==> src/include/table_map.svh <==
`ifndef TABLE_MAP_SVH
`define TABLE_MAP_SVH

// byte base of each 16-bit little-endian list, entry n at base + 2n
`define NEIGHBOR_ID_BASE    11'h072
`define NEIGHBOR_HOPS_BASE  11'h132
`define NEIGHBOR_Q_BASE     11'h172

`endif
==> src/route_pkg.sv <==
package route_pkg;

    localparam int WORD_W        = 16;  // table word width
    localparam int MEM_AW        = 11;  // byte address width
    localparam int MAX_NEIGHBORS = 32;  // table capacity

    localparam int IDX_W = $clog2(MAX_NEIGHBORS);      // neighbour index
    localparam int CNT_W = $clog2(MAX_NEIGHBORS + 1);  // count, 1..32

    // host register map
    localparam logic [1:0] CFG_NODE_ID   = 2'd0;
    localparam logic [1:0] CFG_COUNT     = 2'd1;
    localparam logic [1:0] CFG_HOP_LIMIT = 2'd2;

    typedef logic [WORD_W-1:0] word_t;  // ids, hops and q-values

    typedef enum logic [2:0] {
        s_wait,        // idle until en
        s_armed,       // en seen, waiting for start
        s_fetch_id,    // read neighbour id
        s_fetch_hops,  // read neighbour hop count
        s_fetch_q,     // read neighbour q-value
        s_compare,     // judge one neighbour
        s_out          // present result
    } search_state_t;

endpackage

==> src/table_rd_if.sv <==
interface table_rd_if (
    input logic clock
);
    import route_pkg::*;

    logic              rd;      // one-cycle read strobe
    logic [MEM_AW-1:0] addr;    // byte address of low byte
    word_t             rdata;   // word, valid with rvalid
    logic              rvalid;  // one cycle after rd

    modport requester (
        input  clock,
        output rd,
        output addr,
        input  rdata,
        input  rvalid
    );

    modport responder (
        input  clock,
        input  rd,
        input  addr,
        output rdata,
        output rvalid
    );

endinterface

==> src/best_neighbor.sv <==
`include "table_map.svh"

module best_neighbor (
    input  logic                         clock,
    input  logic                         nrst,
    input  logic                         en,
    input  logic                         start,
    input  route_pkg::word_t             mybest_q,
    input  route_pkg::word_t             mybest_h,
    input  route_pkg::word_t             node_id,
    input  logic [route_pkg::CNT_W-1:0]  neighbor_count,
    input  route_pkg::word_t             hop_limit,
    table_rd_if.requester                rd_port,
    output logic                         done,
    output logic                         wr_en,
    output logic                         busy,
    output route_pkg::word_t             besthop,
    output route_pkg::word_t             bestneighbor_id,
    output route_pkg::word_t             best_q
);
    import route_pkg::*;

    search_state_t     state;
    logic [IDX_W-1:0]  idx;          // current neighbour
    logic              rd_wait;      // read issued, word due next cycle
    logic              changed;      // some neighbour won
    logic              fetching;
    logic              last_nb;
    logic              better;
    logic [MEM_AW-1:0] list_base;

    // running best and the neighbour under test
    word_t run_q;
    word_t run_h;
    word_t run_id;
    word_t nb_id;
    word_t nb_hops;
    word_t nb_q;

    assign fetching = (state == s_fetch_id) || (state == s_fetch_hops) ||
                      (state == s_fetch_q);
    assign last_nb  = (CNT_W'(idx) == neighbor_count - CNT_W'(1));

    // replacement rule, hop limit first
    assign better = (nb_hops <= hop_limit) &&
                    ((nb_q > run_q) || ((nb_q == run_q) && (nb_hops < run_h)));

    always_comb begin
        case (state)
            s_fetch_hops: list_base = `NEIGHBOR_HOPS_BASE;
            s_fetch_q:    list_base = `NEIGHBOR_Q_BASE;
            default:      list_base = `NEIGHBOR_ID_BASE;
        endcase
    end

    assign rd_port.rd   = fetching && !rd_wait;
    assign rd_port.addr = list_base + MEM_AW'({idx, 1'b0});  // entry n at base + 2n

    always_ff @(posedge clock) begin
        if (!nrst) begin
            state           <= s_wait;
            idx             <= '0;
            rd_wait         <= 1'b0;
            changed         <= 1'b0;
            done            <= 1'b0;
            wr_en           <= 1'b0;
            busy            <= 1'b0;
            besthop         <= '0;
            bestneighbor_id <= '0;
            best_q          <= '0;
        end else begin
            done  <= 1'b0;  // pulses
            wr_en <= 1'b0;
            case (state)
                s_wait: begin
                    if (en) begin
                        state           <= s_armed;
                        besthop         <= '0;
                        bestneighbor_id <= '0;
                        best_q          <= '0;
                    end
                end
                s_armed: begin
                    if (!en) begin
                        state <= s_wait;
                    end else if (start) begin
                        state   <= s_fetch_id;
                        busy    <= 1'b1;
                        idx     <= '0;
                        rd_wait <= 1'b0;
                        changed <= 1'b0;
                    end
                end
                s_fetch_id: begin
                    if (rd_port.rvalid) begin
                        rd_wait <= 1'b0;
                        state   <= s_fetch_hops;
                    end else begin
                        rd_wait <= 1'b1;
                    end
                end
                s_fetch_hops: begin
                    if (rd_port.rvalid) begin
                        rd_wait <= 1'b0;
                        state   <= s_fetch_q;
                    end else begin
                        rd_wait <= 1'b1;
                    end
                end
                s_fetch_q: begin
                    if (rd_port.rvalid) begin
                        rd_wait <= 1'b0;
                        state   <= s_compare;
                    end else begin
                        rd_wait <= 1'b1;
                    end
                end
                s_compare: begin
                    if (better) begin
                        changed <= 1'b1;
                    end
                    if (last_nb) begin
                        state <= s_out;
                    end else begin
                        idx   <= idx + 1'b1;
                        state <= s_fetch_id;
                    end
                end
                s_out: begin
                    done            <= 1'b1;
                    wr_en           <= changed;
                    busy            <= 1'b0;
                    besthop         <= run_h;
                    bestneighbor_id <= run_id;
                    best_q          <= run_q;
                    state           <= s_wait;
                end
                default: begin
                    state <= s_wait;
                end
            endcase
        end
    end

    // running best, seeded at start
    always_ff @(posedge clock) begin
        if (state == s_armed && en && start) begin
            run_q  <= mybest_q;  // incoming pair is the first candidate
            run_h  <= mybest_h;
            run_id <= node_id;
        end else if (state == s_compare && better) begin
            run_q  <= nb_q;
            run_h  <= nb_hops;
            run_id <= nb_id;
        end
    end

    always_ff @(posedge clock) begin
        if (rd_port.rvalid) begin
            case (state)
                s_fetch_id:   nb_id   <= rd_port.rdata;
                s_fetch_hops: nb_hops <= rd_port.rdata;
                s_fetch_q:    nb_q    <= rd_port.rdata;
                default: begin
                end
            endcase
        end
    end

endmodule

==> src/flat_wrapper.sv <==
// flat-port wrapper written by rule: the top's interface ports become plain ports
module best_neighbor_flat import route_pkg::*;
  (clock, nrst, en, start, mybest_q, mybest_h, node_id, neighbor_count, hop_limit, done, wr_en, busy, besthop, bestneighbor_id, best_q, rd_port_rd, rd_port_addr, rd_port_rdata, rd_port_rvalid);
  table_rd_if rd_port_i (.clock(clock));
  input  logic clock;
  input  logic nrst;
  input  logic en;
  input  logic start;
  input  route_pkg::word_t mybest_q;
  input  route_pkg::word_t mybest_h;
  input  route_pkg::word_t node_id;
  input  logic [route_pkg::CNT_W-1:0] neighbor_count;
  input  route_pkg::word_t hop_limit;
  output logic done;
  output logic wr_en;
  output logic busy;
  output route_pkg::word_t besthop;
  output route_pkg::word_t bestneighbor_id;
  output route_pkg::word_t best_q;
  output wire logic [$bits(rd_port_i.rd)-1:0] rd_port_rd;
  output wire logic [$bits(rd_port_i.addr)-1:0] rd_port_addr;
  input wire logic [$bits(rd_port_i.rdata)-1:0] rd_port_rdata;
  input wire logic [$bits(rd_port_i.rvalid)-1:0] rd_port_rvalid;
  assign rd_port_rd = rd_port_i.rd;
  assign rd_port_addr = rd_port_i.addr;
  assign rd_port_i.rdata = rd_port_rdata;
  assign rd_port_i.rvalid = rd_port_rvalid;
  best_neighbor u_core (.clock(clock), .nrst(nrst), .en(en), .start(start), .mybest_q(mybest_q), .mybest_h(mybest_h), .node_id(node_id), .neighbor_count(neighbor_count), .hop_limit(hop_limit), .rd_port(rd_port_i), .done(done), .wr_en(wr_en), .busy(busy), .besthop(besthop), .bestneighbor_id(bestneighbor_id), .best_q(best_q));
endmodule
==> config.mk <==
export PLATFORM = sky130hd
export DESIGN_NAME = best_neighbor_flat
export DESIGN_NICKNAME = d
export VERILOG_FILES = /design/src/route_pkg.sv /design/src/table_rd_if.sv /design/src/best_neighbor.sv /design/src/flat_wrapper.sv
export VERILOG_INCLUDE_DIRS = /design/src /design/src/include
export SDC_FILE = /design/constraint.sdc
export NUM_CORES = 1
export LEC_CHECK = 0
export BUFFER_PORTS_ARGS = -buffer_cell sky130_fd_sc_hd__buf_2
export CAP_MARGIN = 10
export CELL_PAD_IN_SITES_DETAIL_PLACEMENT = 1
export CELL_PAD_IN_SITES_GLOBAL_PLACEMENT = 2
export CORE_ASPECT_RATIO = 2
export CORE_MARGIN = 4
export CORE_UTILIZATION = 37
export CTS_CLUSTER_SIZE = 20
export DETAILED_ROUTE_END_ITERATION = 12
export PLACE_DENSITY = 0.91
export SKIP_LAST_GASP = 1
export SYNTH_ARGS = -nofsm -noshare
export SYNTH_HDL_FRONTEND = slang
export SYNTH_SLANG_ARGS = --single-unit
==> constraint.sdc <==
create_clock -name clock -period 9.15 [get_ports clock]
set_input_delay 1.3725 -clock clock [delete_from_list [all_inputs] [get_ports clock]]
set_output_delay 1.3725 -clock clock [all_outputs]
set_load 0.02 [all_outputs]
---- Yosys cells after proc, flatten, opt, wreduce, memory -nomap -nowiden ----
Cells that the tools add are included.
word-level totals
  flip-flop bits (word level) ............. 157
  input port bits ......................... 91
cells by class
  equality and inequality tests ........... 17
  $add $sub $neg .......................... 3
  magnitude comparators ................... 3
  mux-type cells .......................... 33
  reduce and logical (&&, ||, !) cells .... 27
operator list
  kind                 number
  $mux 16              7
  $pmux 16 s2          3
  $mux 3               7
  $pmux 3 s6           1
  $pmux 9 s2           1
  $eq 16x16->1         1
  $gt 16x16->1         1
  $le 16x16->1         1
  $lt 16x16->1         1
  $mux 5               3
  $ne 2x2->1 const B   7
  $add 9x6->10         1
  $pmux 5 s2           1
  $reduce_and 2->1     5
  $reduce_bool 2->1    5
  $eq 3x3->1 const B   3
  $reduce_and 4->1     2
  $mux 1               7
  $eq 3x2->1 const B   2
  $eq 5x6->1           1
  $logic_and 1x1->1    6
  $pmux 1 s2           3
  $reduce_and 3->1     2
  $sub 6x1->6 const B  1
  9 further kinds      11

---- Logic depth before layout (Yosys ltp) ----
  depth in word-level cells ............... 7
  depth in mapped cells ................... 8
  gate-level depth less buffers ........... 8

---- Least setup slack after synthesis ----
OpenSTA, ideal clock, no wires.
  path type ............................... input to register
  start point ............................. input port hop_limit[1]
  end point ............................... register u_core.run_h[0], enable pin
  slack ................................... 2.674 ns
  stages .................................. 8
  buffers on the path ..................... 0
  data arrival time ....................... 5.951 ns
  required time ........................... 8.625 ns
  cell sequence ........................... inv_1 -> ha_1 -> nor2b_1 -> o211ai_1 -> a21oi_1 -> o31ai_1 -> a21oi_1 -> o31ai_1
between the ends
  longest elaborated chain between the ends .. 4
ends and longest elaborated chain
  item                                line                  RTL
  start, declared                     flat_wrapper.sv:13    input route_pkg::word_t hop_limit;
  $le 16x16->1                        best_neighbor.sv:45   assign better = (nb_hops <= hop_limit) &&
  $logic_and 1x1->1                   best_neighbor.sv:45
  $logic_and 1x1->1                   best_neighbor.sv:151  end else if (state == s_compare && better) begin
  $reduce_bool 2->1 (no source line)  --
  end signal, assigned                best_neighbor.sv:149  run_h <= mybest_h;
  end signal, assigned                best_neighbor.sv:153  run_h <= nb_hops;
  end, declared                       best_neighbor.sv:34   word_t run_h;
Every way passes these cells.
A chain may end at the register's enable or synchronous reset.

---- Final worst setup path ----
  start point ............................. input port hop_limit[9]
  end point ............................... register u_core.run_q[4], enable pin
between the ends
  longest elaborated chain between the ends .. 4
ends and longest elaborated chain
  item                                line                  RTL
  $le 16x16->1                        best_neighbor.sv:45
  $logic_and 1x1->1                   best_neighbor.sv:45
  $logic_and 1x1->1                   best_neighbor.sv:151
  $reduce_bool 2->1 (no source line)  --
  end signal, assigned                best_neighbor.sv:148  run_q <= mybest_q;
  end signal, assigned                best_neighbor.sv:152  run_q <= nb_q;
  end, declared                       best_neighbor.sv:33   word_t run_q;
Every way passes these cells.

==> impl_results.md <==
* DR pass1 iterations at 4
* Crit path largest cell delay at 0.57 ns
* EDFF count, synth at 96
* Origin of the critical flop-to-flop path: u_core.nb_q[9]
* WL final at 20.6 mm
* Min-Delay Path Class: flop to flop
* Yosys cell types at 47
* Routed WL per cell at 20.4 um
* P&R area growth vs syn at 22.4%
* Hold Path Stages at 1
* Mean Syn Cell Area at 11.0 um^2
* Placer Congestion at 0.842
* Antenna Nets Post-Route at 0
* CP cell instances: buf_2, inv_1, ha_1, a21o_1, nand3_1, a21oi_1, a211oi_1, a21oi_1, o31ai_4, buf_4
* Clock Sinks at 157
* Max Slew Vio Count at 0
* Post-synth ARST share at 0%
* Share of layout cells above drive strength 1 at 24.9%
* Initial Util at 37.9%
* Compound-Gate Fraction of Synth Area at 12.3%
* Syn Inst Count at 636
* Place WS at 4.80 ns
* Dominant cells by area after synthesis: edfxtp_1 (41%), dfxtp_1 (18%), ha_1 (8.8%)
* Root Buffer: clkbuf_16
* CP endpoint kind: flop
* Met3 Track Usage GR at 3.29%
* All-layer global routing usage at 19.5%
* Synth area leader: edfxtp_1
* Main combinational cell family by area after synthesis: simple AND/OR/NAND/NOR gates
* Layout Skew at 0.0125 ns
* Post-DR vias/cell at 5.25
* Critical Path Start: hop_limit[9]
* Synthesized area at 6980 um^2
* Largest net degree at the start of global routing at 53
* Min-delay src: u_core.bestneighbor_id[0]
* Fmax at 0.258 GHz
* Worst-Margin Slew at 1.09 ns
* DP Cell Count at 976
* Crit path max-delay family: compound AO/OA/AOI/OAI gates
* Critical path depth at 10
* Status: finished clean
* Number of global-route vias before repair at 5874
* Worst VDD drop at 0.000108 V
* R2R cell count at 8
* Critical Path Source Type: primary input
* CP most frequent cell: a21oi_1
* Finished Layout Cells at 1008
* RSZ-0062 raised after global routing: false
* CP required at 9.20 ns
* Top post-synthesis cells by count: nand2_1 (151), edfxtp_1 (96), dfxtp_1 (61)
* Minimum clock period at 3.88 ns
* Crit path buffers/inverters at 3
* Full die area at 21200 um^2
* Crit Path Category: primary input to flop
* Top-count cell post-synth: nand2_1
* First-pass GRT wire length at 31.9 mm
* MaxCap Viol Count at 0
* Area share of the largest cell type after synthesis at 41.3%
* Total CTS buffers at 17
* Height of the die at 202 um
* Final hold violations at 0
* Pwr Density at 185 nW/um^2
* Final #Nets at 919
* IO Pins at 154
* Bufs on Longest Clock Path at 2
* Worst skew pair latency at 0.42 ns
* Synth Area in Adders at 8.79%
* Post_cts resized at 0
* GRT busiest layer: met2
* CTS tree: built
* DRC at 0
* Post-synthesis register bit count at 157
* Synth Flop Type: edfxtp_1
* DPL Wire Length at 15.7 mm
* CTS Hold Buffers Added at 0
* H-tree levels at 4
* PortBufs at 150
* Initial antenna violation count at 1
* Hold slack at 0.470 ns
* Clock transition at path regs at 0.06 ns
* Post-Synth Simple-Gate Area at 13.2%
* Static leakage at 3.89 nW
* Fillers at 2049
* Endpoints failing setup at 0
* Worst-path fanout max at 39
* Slowest CP cell: buf_4
* Xor/xnor cell area share of the yosys netlist at 1.58%
* Final period utilization at 42.4%
* Gr ovfl total at 0
* Via count at 5287
* Max_slew headroom at 27.3%
* M2 GR Usage at 39.7%
* N_diodes at 0
* WP data arrival at 3.93 ns
* Drt first-iter violations at 190
* Yosys warnings at 0
* Mux cell area share after synthesis at 0.143%
* Fin worst setup slack at 5.27 ns
* Met1 Use GR at 19.0%
* Row cnt at 70
* Register area share after synthesis at 58.8%
* Die width at 105 um
* Core area at 18400 um^2
* Setup Fix Bufs, Post-CTS at 0
* Setup TNS at 0 ns
[state kept, by name, summed over array words and instances (netlist names)]
register	cells
u_core.wr_en	1
u_core.state	3
u_core.idx	5
u_core.nb_id	16
u_core.besthop	16
u_core.rd_wait	1
u_core.run_id	16
u_core.nb_hops	16
u_core.changed	1
u_core.run_h	16
u_core.done	1
u_core.bestneighbor_id	16
u_core.run_q	16
u_core.nb_q	16
u_core.busy	1
u_core.best_q	16
[layout by cell type, fill, tap and decap left out, types with 2 or more instances in the layout]
cell         n
nand2b_1     3
xnor2_1      8
clkinv_4     4
o21ai_0      9
edfxtp_1    96
nor3_1       8
a21oi_1     24
nor4_1       3
o31a_1       2
xor2_1       2
buf_4        3
and2_1       2
conb_1       3
o21a_1       2
buf_2      150
inv_6        4
o22ai_1      2
and3_2       2
nand3_1     10
clkbuf_16   19
nor2_1      20
inv_8        3
dfxtp_1     61
nor2b_1      3
nand2_1    151
a211oi_1     4
ha_1        49
inv_1       57
a22o_1      48
and3_1       2
o211ai_1     2
nand4_1     12
a21o_1       4
[path summary, 6_finish.rpt]
path                                     to  slack [ns]
setup / recovery            u_core.run_q[4]        5.27
hold / removal    u_core.bestneighbor_id[0]        0.47
setup reg to reg            u_core.run_q[4]        5.62
hold reg to reg   u_core.bestneighbor_id[0]        0.47
[layer usage]
metal  wire [um]  vias to the layer above
met2       12100                      141
li1            -                     2508
met1        7160                     2602
met5           7                        -
met3         723                       34
met4         557                        2
[report_power, final]
group	total, mW	internal [mW]	switching [mW]
combinational	0.0874	0.0326	0.0548
clock	0.732	0.426	0.307
sequential	0.762	0.757	0.00507
total	1.58	1.22	0.366
[stage by stage]
stage	instance area (um^2)	total power [mW]	util, %
final	8540	1.58	46.4
after CTS	8540	1.59	46.4
after global routing	8540	1.63	46.4
after detailed placement	7920	0.866	43.0
after floorplan	6980	0.822	-
after global placement	7920	0.860	43.0
[worst register-to-register path: cells and delay by family, from the launching register on]
| kind | cells | cell delay [ns] |
|---|---|---|
| AND/OR/NAND/NOR | 3 | 0.90 |
| adder cells (fa/ha/maj) | 1 | 0.33 |
| AO/OA/AOI/OAI | 3 | 0.90 |
| buffers and inverters | 1 | 0.57 |
| flip-flops | 1 | 0.44 |
[layout make-up]
cell class,instances,area [um^2],area share (%)
sequential,157,4100,48.1
clock buffer,20,489,5.73
clock inverter,12,134,1.57
inverter,57,214,2.51
timing repair buffer,153,773,9.05
multi-input combinational,393,2560,29.9
tap,216,270,3.16
[cell families after synthesis]
family,after synthesis
AO/OA/AOI/OAI,110
XOR/XNOR,11
adder cells (fa/ha/maj),49
buffers and inverters,88
flip-flops,157
multiplexers,1
other,1
AND/OR/NAND/NOR,219
Note: power is estimated with default switching activity, not from simulation.
