### config.mk
export PLATFORM = sky130hd
export DESIGN_NAME = search_cfg
export DESIGN_NICKNAME = d
export VERILOG_FILES = /design/src/include/table_map.svh /design/src/route_pkg.sv /design/src/search_cfg.sv
export SDC_FILE = /design/constraint.sdc
export NUM_CORES = 1
export LEC_CHECK = 0
export BUFFER_PORTS_ARGS = -buffer_cell sky130_fd_sc_hd__buf_2
export CORE_ASPECT_RATIO = 1.4
export CORE_MARGIN = 5
export CORE_UTILIZATION = 46
export DETAILED_ROUTE_END_ITERATION = 12
export PLACE_DENSITY = 0.77
export SYNTH_ARGS = -nofsm -noshare
export SYNTH_HDL_FRONTEND = slang
export SYNTH_SLANG_ARGS = --single-unit
### constraint.sdc
create_clock -name clock -period 1.21 [get_ports clock]
set_clock_uncertainty 0.1 [all_clocks]
set_input_delay 0.1815 -clock clock [delete_from_list [all_inputs] [get_ports clock]]
set_output_delay 0.1815 -clock clock [all_outputs]
set_load 0.02 [all_outputs]
### src/include/table_map.svh
`ifndef TABLE_MAP_SVH
`define TABLE_MAP_SVH

// byte base of each 16-bit little-endian list, entry n at base + 2n
`define NEIGHBOR_ID_BASE    11'h072
`define NEIGHBOR_HOPS_BASE  11'h132
`define NEIGHBOR_Q_BASE     11'h172

`endif
### src/route_pkg.sv
package route_pkg;

    localparam int WORD_W        = 16;  // table word width
    localparam int MEM_AW        = 11;  // byte address width
    localparam int MAX_NEIGHBORS = 32;  // table capacity

    localparam int IDX_W = $clog2(MAX_NEIGHBORS);      // neighbour index
    localparam int CNT_W = $clog2(MAX_NEIGHBORS + 1);  // count, 1..32

    // host register map
    localparam logic [1:0] CFG_NODE_ID   = 2'd0;
    localparam logic [1:0] CFG_COUNT     = 2'd1;
    localparam logic [1:0] CFG_HOP_LIMIT = 2'd2;

    typedef logic [WORD_W-1:0] word_t;  // ids, hops and q-values

    typedef enum logic [2:0] {
        s_wait,        // idle until en
        s_armed,       // en seen, waiting for start
        s_fetch_id,    // read neighbour id
        s_fetch_hops,  // read neighbour hop count
        s_fetch_q,     // read neighbour q-value
        s_compare,     // judge one neighbour
        s_out          // present result
    } search_state_t;

endpackage

### src/search_cfg.sv
module search_cfg (
    input  logic                         clock,
    input  logic                         nrst,
    input  logic                         cfg_we,
    input  logic [1:0]                   cfg_addr,
    input  route_pkg::word_t             cfg_wdata,
    output route_pkg::word_t             node_id,
    output logic [route_pkg::CNT_W-1:0]  neighbor_count,
    output route_pkg::word_t             hop_limit
);
    import route_pkg::*;

    logic [CNT_W-1:0] count_clamped;

    // keep the count inside 1..MAX_NEIGHBORS
    always_comb begin
        if (cfg_wdata == '0) begin
            count_clamped = CNT_W'(1);
        end else if (cfg_wdata > word_t'(MAX_NEIGHBORS)) begin
            count_clamped = CNT_W'(MAX_NEIGHBORS);
        end else begin
            count_clamped = CNT_W'(cfg_wdata);
        end
    end

    always_ff @(posedge clock) begin
        if (!nrst) begin
            node_id        <= '0;
            neighbor_count <= CNT_W'(1);
            hop_limit      <= '1;  // no hop limit
        end else if (cfg_we) begin
            case (cfg_addr)
                CFG_NODE_ID: begin
                    node_id <= cfg_wdata;
                end
                CFG_COUNT: begin
                    neighbor_count <= count_clamped;
                end
                CFG_HOP_LIMIT: begin
                    hop_limit <= cfg_wdata;
                end
                default: begin
                    // address 3 is unmapped
                end
            endcase
        end
    end

endmodule

== Word level (Yosys, flattened, before mapping) ==
Cells that the tools add are included.

* Bits in registers: 38
* Bits in latches: 0
* Memory bits (writable): 0
* ROM bits: 0
* Input bits: 21
* Output and inout port bits: 38
* Logic and storage cells: 13
* Memories kept: 0

* $add $sub $neg: 0
* Multipliers: 0
* Divide/modulo/power cells: 0
* $lt $le $gt $ge: 1
* Equality and inequality tests: 2
* Shift-type cells: 0
* Mux-type cells: 2
* Bitwise gates (word level): 0
* Reduce and logical (&&, ||, !) cells: 5

{| class="wikitable"
|+ Operator list
! operator !! count
|-
| 16-bit by 6-bit greater-than comparator with 1-bit output, second input constant || 1
|-
| 16-bit logical NOT || 1
|-
| 6-bit two-way mux || 2
|-
| 2-bit AND reduction || 3
|-
| 2-bit by 1-bit equality test with 1-bit output, second input constant || 1
|-
| 2-bit equality test, second input constant || 1
|-
| 2-bit logical NOT || 1
|}

== Depth between registers and ports, before layout ==
Gate-level depths: netlist (run 1).

* Word-level depth: 3
* Depth in mapped cells: 5
* Depth with buffers taken out: 3

== Worst setup path before layout (run 1) ==
OpenSTA, ideal clock, no wires.

* Kind: in2reg
* From: input cfg_addr[1]
* To: register node_id[10]
* Setup time: 0.116 ns
* Data arrival time: 0.919 ns
* Data required time: 0.994 ns
* Slack: 0.074 ns
* Cell stages on the path: 5
* Buffers on the path: 2
* Path through: or3b_1 buf_6 buf_6 nand2_1 a21boi_1

* Longest elaborated chain between the ends: 2

{| class="wikitable"
|+ RTL lines
! item !! line !! text
|-
| from (decl) || search_cfg.sv:5 || <nowiki>input logic [1:0] cfg_addr,</nowiki>
|-
| 2-bit logical NOT || search_cfg.sv:32 || <nowiki>case (cfg_addr)</nowiki>
|-
| 2-bit AND reduction (no line) || -- ||
|-
| to (signal assigned) || search_cfg.sv:34 || <nowiki>node_id <= cfg_wdata;</nowiki>
|-
| to (decl) || search_cfg.sv:7 || <nowiki>output route_pkg::word_t node_id,</nowiki>
|}

Every way passes these cells.
A chain may end at the register's enable or synchronous reset.

== Worst setup path in the final report (run 1) ==
* From: register node_id[8]
* To: output node_id[8]

No word-level cell between the ends.

==> summary.txt, run 1 <==
Hold path
  – Min-delay src: cfg_wdata[4]
  – Hold-critical path depth: 3
  – Hold Crit Class: in -> reg
  – Worst Hold Path EP: node_id[4]$_SDFFE_PN0P_

Detailed routing
  – Post-DRT Antenna Nets: 0
  – # DRC: 0
  – Routed WL: 3670 µm
  – Wire per inst: 13.2 µm
  – DR pass1 iterations: 4
  – Vias: 1371
  – Drt initial violations: 48
  – Drt via density: 4.95

GRT
  – Number of global-route vias before repair: 1361
  – First-pass GRT wire length: 6230 µm
  – Initial antenna violation count: 0
  – All-Layer GR Usage: 17.9%
  – GR Overflow Total: 0
  – Pin count of the biggest net entering global routing: 39

STA
  – Sum Neg Setup Slack: 0 ns
  – Final Cycle Share: 90.4%
  – Post-layout min period: 1.09 ns
  – Hold Vio Cnt, Final: 0
  – Relative slew slack: 71.4%
  – Measured slew at the worst slew-check pin: 0.429 ns
  – RSZ-0062 raised after global routing: false
  – Maximum clock rate: 914 MHz
  – Final Max Slew Viols: 0
  – Final Setup Violations: 0

Floorplanning
  – Ports: 59
  – Core Region: 3060 µm²
  – Die X: 57.3 µm
  – FP Rows: 24
  – DIE HEIGHT: 76.2 µm
  – Die footprint: 4360 µm²
  – Initial Util: 47.0%

Final layout
  – Area grow syn2layout: 33.4%
  – Fill count: 294
  – Layout cells sized above 1: 33.2%
  – Fin nets: 259
  – Storage cell area: 761 µm²
  – Multi-input logic area: 603 µm²
  – Ant. Diodes: 0
  – Final Non-Filler Cells: 277

Clocking
  – Inserted Clock Buffers: 5
  – Post-CTS sizing: 0
  – Clock Sink Count: 38
  – TritonCTS clock tree: built
  – # hold bufs at CTS: 0
  – Clock latency on the worst-skew pair: 0.28 ns
  – Root buf cell: clkbuf_8
  – Clock slew at reported path FFs: 0.07 ns
  – Setup Buffers After CTS: 0
  – Htree depth: 2
  – Clock buffer depth: 2

Power and ir drop
  – Net Switching: 0.604 mW
  – Lkg Pwr: 0.915 nW
  – Switching share of power: 24.8%
  – Part of the power in registers: 54.2%
  – Peak VDD IR: 874 µV
  – Pint: 1.83 mW
  – P per Cell Area: 1270 nW/µm²
  – Logic pwr share: 13.7%
  – Clock network fraction of total power: 32.0%

Worst setup path
  – Worst Path Buf+Inv: 1
  – Crit path cell chain: buf_2
  – CP endpoint kind: primary output
  – R2r endpoint: neighbor_count[5]$_SDFFE_PN0P_
  – Slowest-stage cell, CP: dfxtp_1
  – Critical Path Source Type: register
  – Reg2reg path depth: 2
  – Largest stage delay, worst path: 0.35 ns
  – Critical path's top delay family: flip-flops
  – CP required: 0.93 ns
  – WS Path Type: reg -> out
  – RR Startpoint: neighbor_count[5]$_SDFFE_PN0P_
  – Worst R2R Setup Slack: 0.39 ns
  – Crit Path Max Fanout: 2
  – CP arrival: 0.81 ns

Placed design
  – DP HPWL: 2790 µm
  – Port bufs: 58
  – Gp weighted congestion: 0.781
  – Placed Cells incl. Taps: 270

Synth
  – Syn. warnings: 0
  – #FFs+latches synth: 38
  – XOR/XNOR Fraction of Synth Area: 0%
  – Sequential fraction of the synthesis area: 52.9%
  – Syn Nets: 189
  – Post-Synth Simple-Gate Area: 29.0%
  – Mux contribution to synthesized area: 0%
  – Post-Synth Adder-Cell Area: 0%
  – Yosys cell types: 23
  – Post-synthesis cell area: 1440 µm²
  – Top_reg_cell synth: dfxtp_1
  – Largest family of logic cells by synthesized area: simple AND/OR/NAND/NOR gates
  – Post-synth EDFFs: 0
  – Avg Inst Size Synth: 8.56 µm²
  – Compound-gate portion of the synthesized area: 13.0%
  – Post-synth ARST share: 0%
  – Cells after synthesis: 168

Status
  – Status: finished, final reports clean

Run
  – Number of max-cap violations: 0
-- cell usage in the layout (no fill, tap or decap), types with 2 or more instances in the layout --
| master | instances |
|---|---|
| a21boi_0 | 6 |
| nand3_1 | 16 |
| clkbuf_1 | 2 |
| inv_1 | 4 |
| o21ai_0 | 4 |
| nand3b_1 | 2 |
| clkbuf_8 | 5 |
| dfxtp_1 | 38 |
| nand4b_1 | 2 |
| a21boi_1 | 10 |
| nor4_1 | 2 |
| buf_4 | 14 |
| buf_2 | 58 |
| nand2_1 | 61 |
| o211ai_1 | 5 |
-- per-stage QoR --
stage / util (%) / hold WS (ns) / area (µm²) / setup slack [ns] / power, mW
final: 62.7 / 0.0423 / 1920 / 0.116 / 2.44
after global placement: 60.2 / 0.330 / 1840 / -0.115 / 1.68
after detailed placement: 60.2 / 0.338 / 1840 / -0.136 / 1.69
after global routing: 62.7 / 0.0517 / 1920 / 0.0797 / 2.58
after floorplan: - / 0.205 / 1440 / 0.0742 / 1.53
after CTS: 62.7 / 0.0408 / 1920 / 0.109 / 2.47
-- metal layers --
metal,track usage [%],up-vias,routed length [µm]
met3,4.24,11,197
met2,29.2,37,1870
met4,9.98,0,128
met1,21.2,625,1470
li1,-,698,-
met5,0,-,0
-- logic make-up after synthesis --
kind of cell / after synthesis
and+or+nand+nor: 90
DFF: 38
AOI/OAI and AO/OA: 26
buffers and inverters: 14
-- layout make-up --
class / instances / share of cell area (%)
Sequential cell: 38 / 39.6
Inverter: 4 / 0.782
Tap cell: 39 / 2.54
Clock buffer: 7 / 3.98
Timing Repair Buffer: 73 / 21.6
Multi-Input combinational cell: 116 / 31.4
-- Yosys cell counts, drive strengths merged (2+ instances only) --
master / instances / area (µm²)
a21boi: 16 / 120
buf: 6 / 45.0
clkbuf: 4 / 15.0
dfxtp: 38 / 761
inv: 4 / 15.0
nand2: 61 / 229
nand3: 16 / 80.1
nand3b: 2 / 15.0
nand4b: 2 / 17.5
nor4: 2 / 12.5
o211ai: 5 / 37.5
o21ai: 4 / 20.0
-- worst max-delay path by stage --
stage,slack (ns),depth (start not counted),startpoint,endpoint
after floorplan,0.07,5,cfg_addr[1],node_id[10]$_SDFFE_PN0P_
final,0.12,1,node_id[8]$_SDFFE_PN0P_,node_id[8]
after CTS,0.11,1,neighbor_count[2]$_SDFFE_PN0P_,neighbor_count[2]
after global routing,0.08,1,node_id[8]$_SDFFE_PN0P_,node_id[8]
after detailed placement,-0.14,5,cfg_wdata[5],neighbor_count[3]$_SDFFE_PN0P_
after global placement,-0.11,5,cfg_wdata[5],neighbor_count[5]$_SDFFE_PN0P_
-- registers in the layout, summed over array words and instances (netlist names) --
register        cells
hop_limit          16
node_id            16
neighbor_count      6
-- power groups by stage --
stage / combinational, mW / clock, mW / sequential (mW)
after floorplan: 0.120 / 0 / 1.41
after global placement: 0.332 / 0 / 1.35
after detailed placement: 0.335 / 0 / 1.35
after CTS: 0.337 / 0.810 / 1.32
after global routing: 0.368 / 0.880 / 1.33
final: 0.334 / 0.781 / 1.32
Power figures use the tool's default switching activity.
==> run 2: changes to the inputs <==
--- a/constraint.sdc
+++ b/constraint.sdc
@@ -4,2 +4,2 @@
 set_output_delay 0.1815 -clock clock [all_outputs]
-set_load 0.02 [all_outputs]
+set_load 0.1 [all_outputs]
==> run 2 against run 1 <==
Net effect: sequential power up 3%; count of clock-buffer cells in the layout stayed put; utilization is 21 points higher; worst hold slack worse by 0.0049 ns; critical endpoint is now neighbor_count[2]; combinational power grew 140%; clock power rose by 14%; fmax shrank 4.0%; first-iteration DRC count up 2.1%; flip-flop and latch count unchanged; total power increased by 25%.
==> summary.txt, run 2 (synthesized netlist as in run 1, its figures left out) <==
Floorplanning
  – Initial Util: 47.0% (unchanged)
  – Die footprint: 4360 µm² (unchanged)
  – DIE HEIGHT: 76.2 µm (unchanged)
  – Ports: 59 (unchanged)
  – Die X: 57.3 µm (unchanged)
  – Core Region: 3060 µm² (unchanged)
  – FP Rows: 24 (unchanged)

Power and ir drop
  – Clock network fraction of total power: 29.1% (was 32.0%)
  – Net Switching: 0.990 mW (was 0.604 mW)
  – Logic pwr share: 26.2% (was 13.7%)
  – Peak VDD IR: 1100 µV (was 874 µV)
  – Pint: 2.06 mW (was 1.83 mW)
  – Overall power: 3.05 mW (was 2.44 mW)
  – Switching share of power: 32.5% (was 24.8%)
  – Part of the power in registers: 44.7% (was 54.2%)
  – Lkg Pwr: 1.13 nW (was 0.915 nW)
  – P per Cell Area: 1180 nW/µm² (was 1270 nW/µm²)

Worst setup path
  – Cell count along the critical path: 1 (unchanged)
  – Critical Path Sink: neighbor_count[2] (was node_id[8])
  – Worst Path Buf+Inv: 1 (unchanged)
  – CP arrival: 0.86 ns (was 0.81 ns)
  – Crit Path Max Fanout: 2 (unchanged)
  – Critical Path Source Type: register (unchanged)
  – Largest stage delay, worst path: 0.38 ns (was 0.35 ns)
  – Critical path's top delay family: flip-flops (unchanged)
  – Reg2reg path depth: 2 (unchanged)
  – WS Path Type: reg -> out (unchanged)
  – CP required: 0.93 ns (about the same)
  – R2r endpoint: neighbor_count[5]$_SDFFE_PN0P_ (unchanged)
  – Crit path cell chain: buf_12 (was buf_2)
  – Slowest-stage cell, CP: dfxtp_2 (was dfxtp_1)
  – CP endpoint kind: primary output (unchanged)
  – Critical Path Source: neighbor_count[2]$_SDFFE_PN0P_ (was node_id[8]$_SDFFE_PN0P_)
  – Worst R2R Setup Slack: 0.36 ns (was 0.39 ns)
  – RR Startpoint: neighbor_count[5]$_SDFFE_PN0P_ (unchanged)

Final layout
  – Most frequent cells in the layout: nand2_1, buf_12, dfxtp_2 (was nand2_1, buf_2, dfxtp_1)
  – Layout cells sized above 1: 50.6% (was 33.2%)
  – Commonest non-fill, non-tap cell in the layout: nand2_1 (unchanged)
  – Final Non-Filler Cells: 280 (was 277)
  – Fin nets: 261 (was 259)
  – Top Registers: hop_limit (16), node_id (16), neighbor_count (6) (unchanged)
  – Ant. Diodes: 0 (unchanged)
  – Area grow syn2layout: 78.9% (was 33.4%)

STA
  – Crit path setup slack, layout: 0.0697 ns (was 0.116 ns)
  – Final Cycle Share: 94.2% (was 90.4%)
  – Hold Vio Cnt, Final: 0 (unchanged)
  – Measured slew at the worst slew-check pin: 0.407 ns (was 0.429 ns)
  – Post-layout min period: 1.14 ns (was 1.09 ns)
  – Relative slew slack: 72.8% (was 71.4%)
  – Final Setup Violations: 0 (unchanged)
  – Sum Neg Setup Slack: 0 ns (unchanged)
  – RSZ-0062 raised after global routing: false (unchanged)
  – Final Max Slew Viols: 0 (unchanged)
  – Maximum clock rate: 877 MHz (was 914 MHz)

Clocking
  – Clock Sink Count: 38 (unchanged)
  – TritonCTS clock tree: built (unchanged)
  – Setup Buffers After CTS: 0 (unchanged)
  – Htree depth: 2 (unchanged)
  – Clock latency on the worst-skew pair: 0.29 ns (was 0.28 ns)
  – Clock buffer depth: 2 (unchanged)
  – Root buf cell: clkbuf_8 (unchanged)
  – Inserted Clock Buffers: 5 (unchanged)
  – # hold bufs at CTS: 0 (unchanged)
  – Clock slew at reported path FFs: 0.07 ns (about the same)

Detailed routing
  – Routed WL: 4710 µm (was 3670 µm)
  – Post-DRT Antenna Nets: 0 (unchanged)
  – Drt via density: 5.28 (was 4.95)
  – Wire per inst: 16.8 µm (was 13.2 µm)
  – Drt initial violations: 49 (was 48)
  – Vias: 1478 (was 1371)
  – DR pass1 iterations: 4 (unchanged)
  – # DRC: 0 (unchanged)

GRT
  – All-Layer GR Usage: 22.9% (was 17.9%)
  – Number of global-route vias before repair: 1546 (was 1361)
  – First-pass GRT wire length: 7530 µm (was 6230 µm)
  – GR Overflow Total: 0 (unchanged)
  – Initial antenna violation count: 0 (unchanged)
  – Pin count of the biggest net entering global routing: 39 (unchanged)

Status
  – Status: finished, final reports clean (unchanged)

Placed design
  – Port bufs: 58 (unchanged)
  – DP HPWL: 3550 µm (was 2790 µm)
  – Pre-CTS setup slack: -0.177 ns (was -0.136 ns)
  – Gp weighted congestion: 0.782 (was 0.781)
  – Placed Cells incl. Taps: 272 (was 270)

Run
  – Number of max-cap violations: 0 (unchanged)

Hold path
  – Hold Crit Class: in -> reg (unchanged)
  – Min-delay src: cfg_wdata[7] (was cfg_wdata[4])
==> run 2: cell type report <==
| cell class | instances | area (µm²) |
|---|---|---|
| Timing Repair Buffer | 75 | 1000 |
| Clock inverter | 1 | 5.00 |
| Inverter | 4 | 15.0 |
| Multi-Input combinational cell | 116 | 609 |
| Fill cell | 163 | 489 |
| Sequential cell | 38 | 808 |
| Tap cell | 39 | 48.8 |
| Clock buffer | 7 | 86.3 |
==> run 2: tightest hold or removal path, stage by stage <==
cell	delay, ns
buf_2	0.10
nand2_1	0.05
nand3_1	0.07
==> run 2: how the worst min path moves through the flow <==
stage | endpoint | slack [ns] | cells after the start
2_1_floorplan | hop_limit[12]$_SDFFE_PN1P_ | 0.21 | 2
3_3_place_gp | hop_limit[8]$_SDFFE_PN1P_ | 0.33 | 3
4_1_cts | node_id[7]$_SDFFE_PN0P_ | 0.03 | 3
5_1_grt | node_id[7]$_SDFFE_PN0P_ | 0.04 | 3
6_report | hop_limit[7]$_SDFFE_PN1P_ | 0.04 | 3
3_5_place_dp | node_id[3]$_SDFFE_PN0P_ | 0.34 | 3
==> run 2: layer usage <==
layer	global-route usage (%)	part of all wire, %	vias to the layer above
li1	-	-	706
met4	13.0	3.7	0
met5	0	0	-
met3	5.59	5.3	13
met2	43.7	58	48
met1	20.8	33	711
==> run 2: repair_timing <==
action,CTS,global route
endpoints found under the hold margin,0,0
resized for setup,0,3
setup endpoints to repair,0,3
==> run 2: through the flow <==
step           instance area (µm²)  hold slack, ns  util, %
5_1_grt                       2570          0.0389     84.0
3_3_place_gp                  2480           0.328     80.8
6_report                      2570          0.0375     84.0
4_1_cts                       2570          0.0325     83.8
2_1_floorplan                 1490           0.205        -
3_5_place_dp                  2480           0.337     80.8
==> run 2: power by group through the flow <==
stage / clock, mW / sequential, mW / combinational, mW
2_1_floorplan: 0 / 1.71 / 0.120
3_3_place_gp: 0 / 1.39 / 0.776
3_5_place_dp: 0 / 1.39 / 0.792
4_1_cts: 0.903 / 1.36 / 0.798
5_1_grt: 0.965 / 1.37 / 0.826
6_report: 0.888 / 1.36 / 0.798
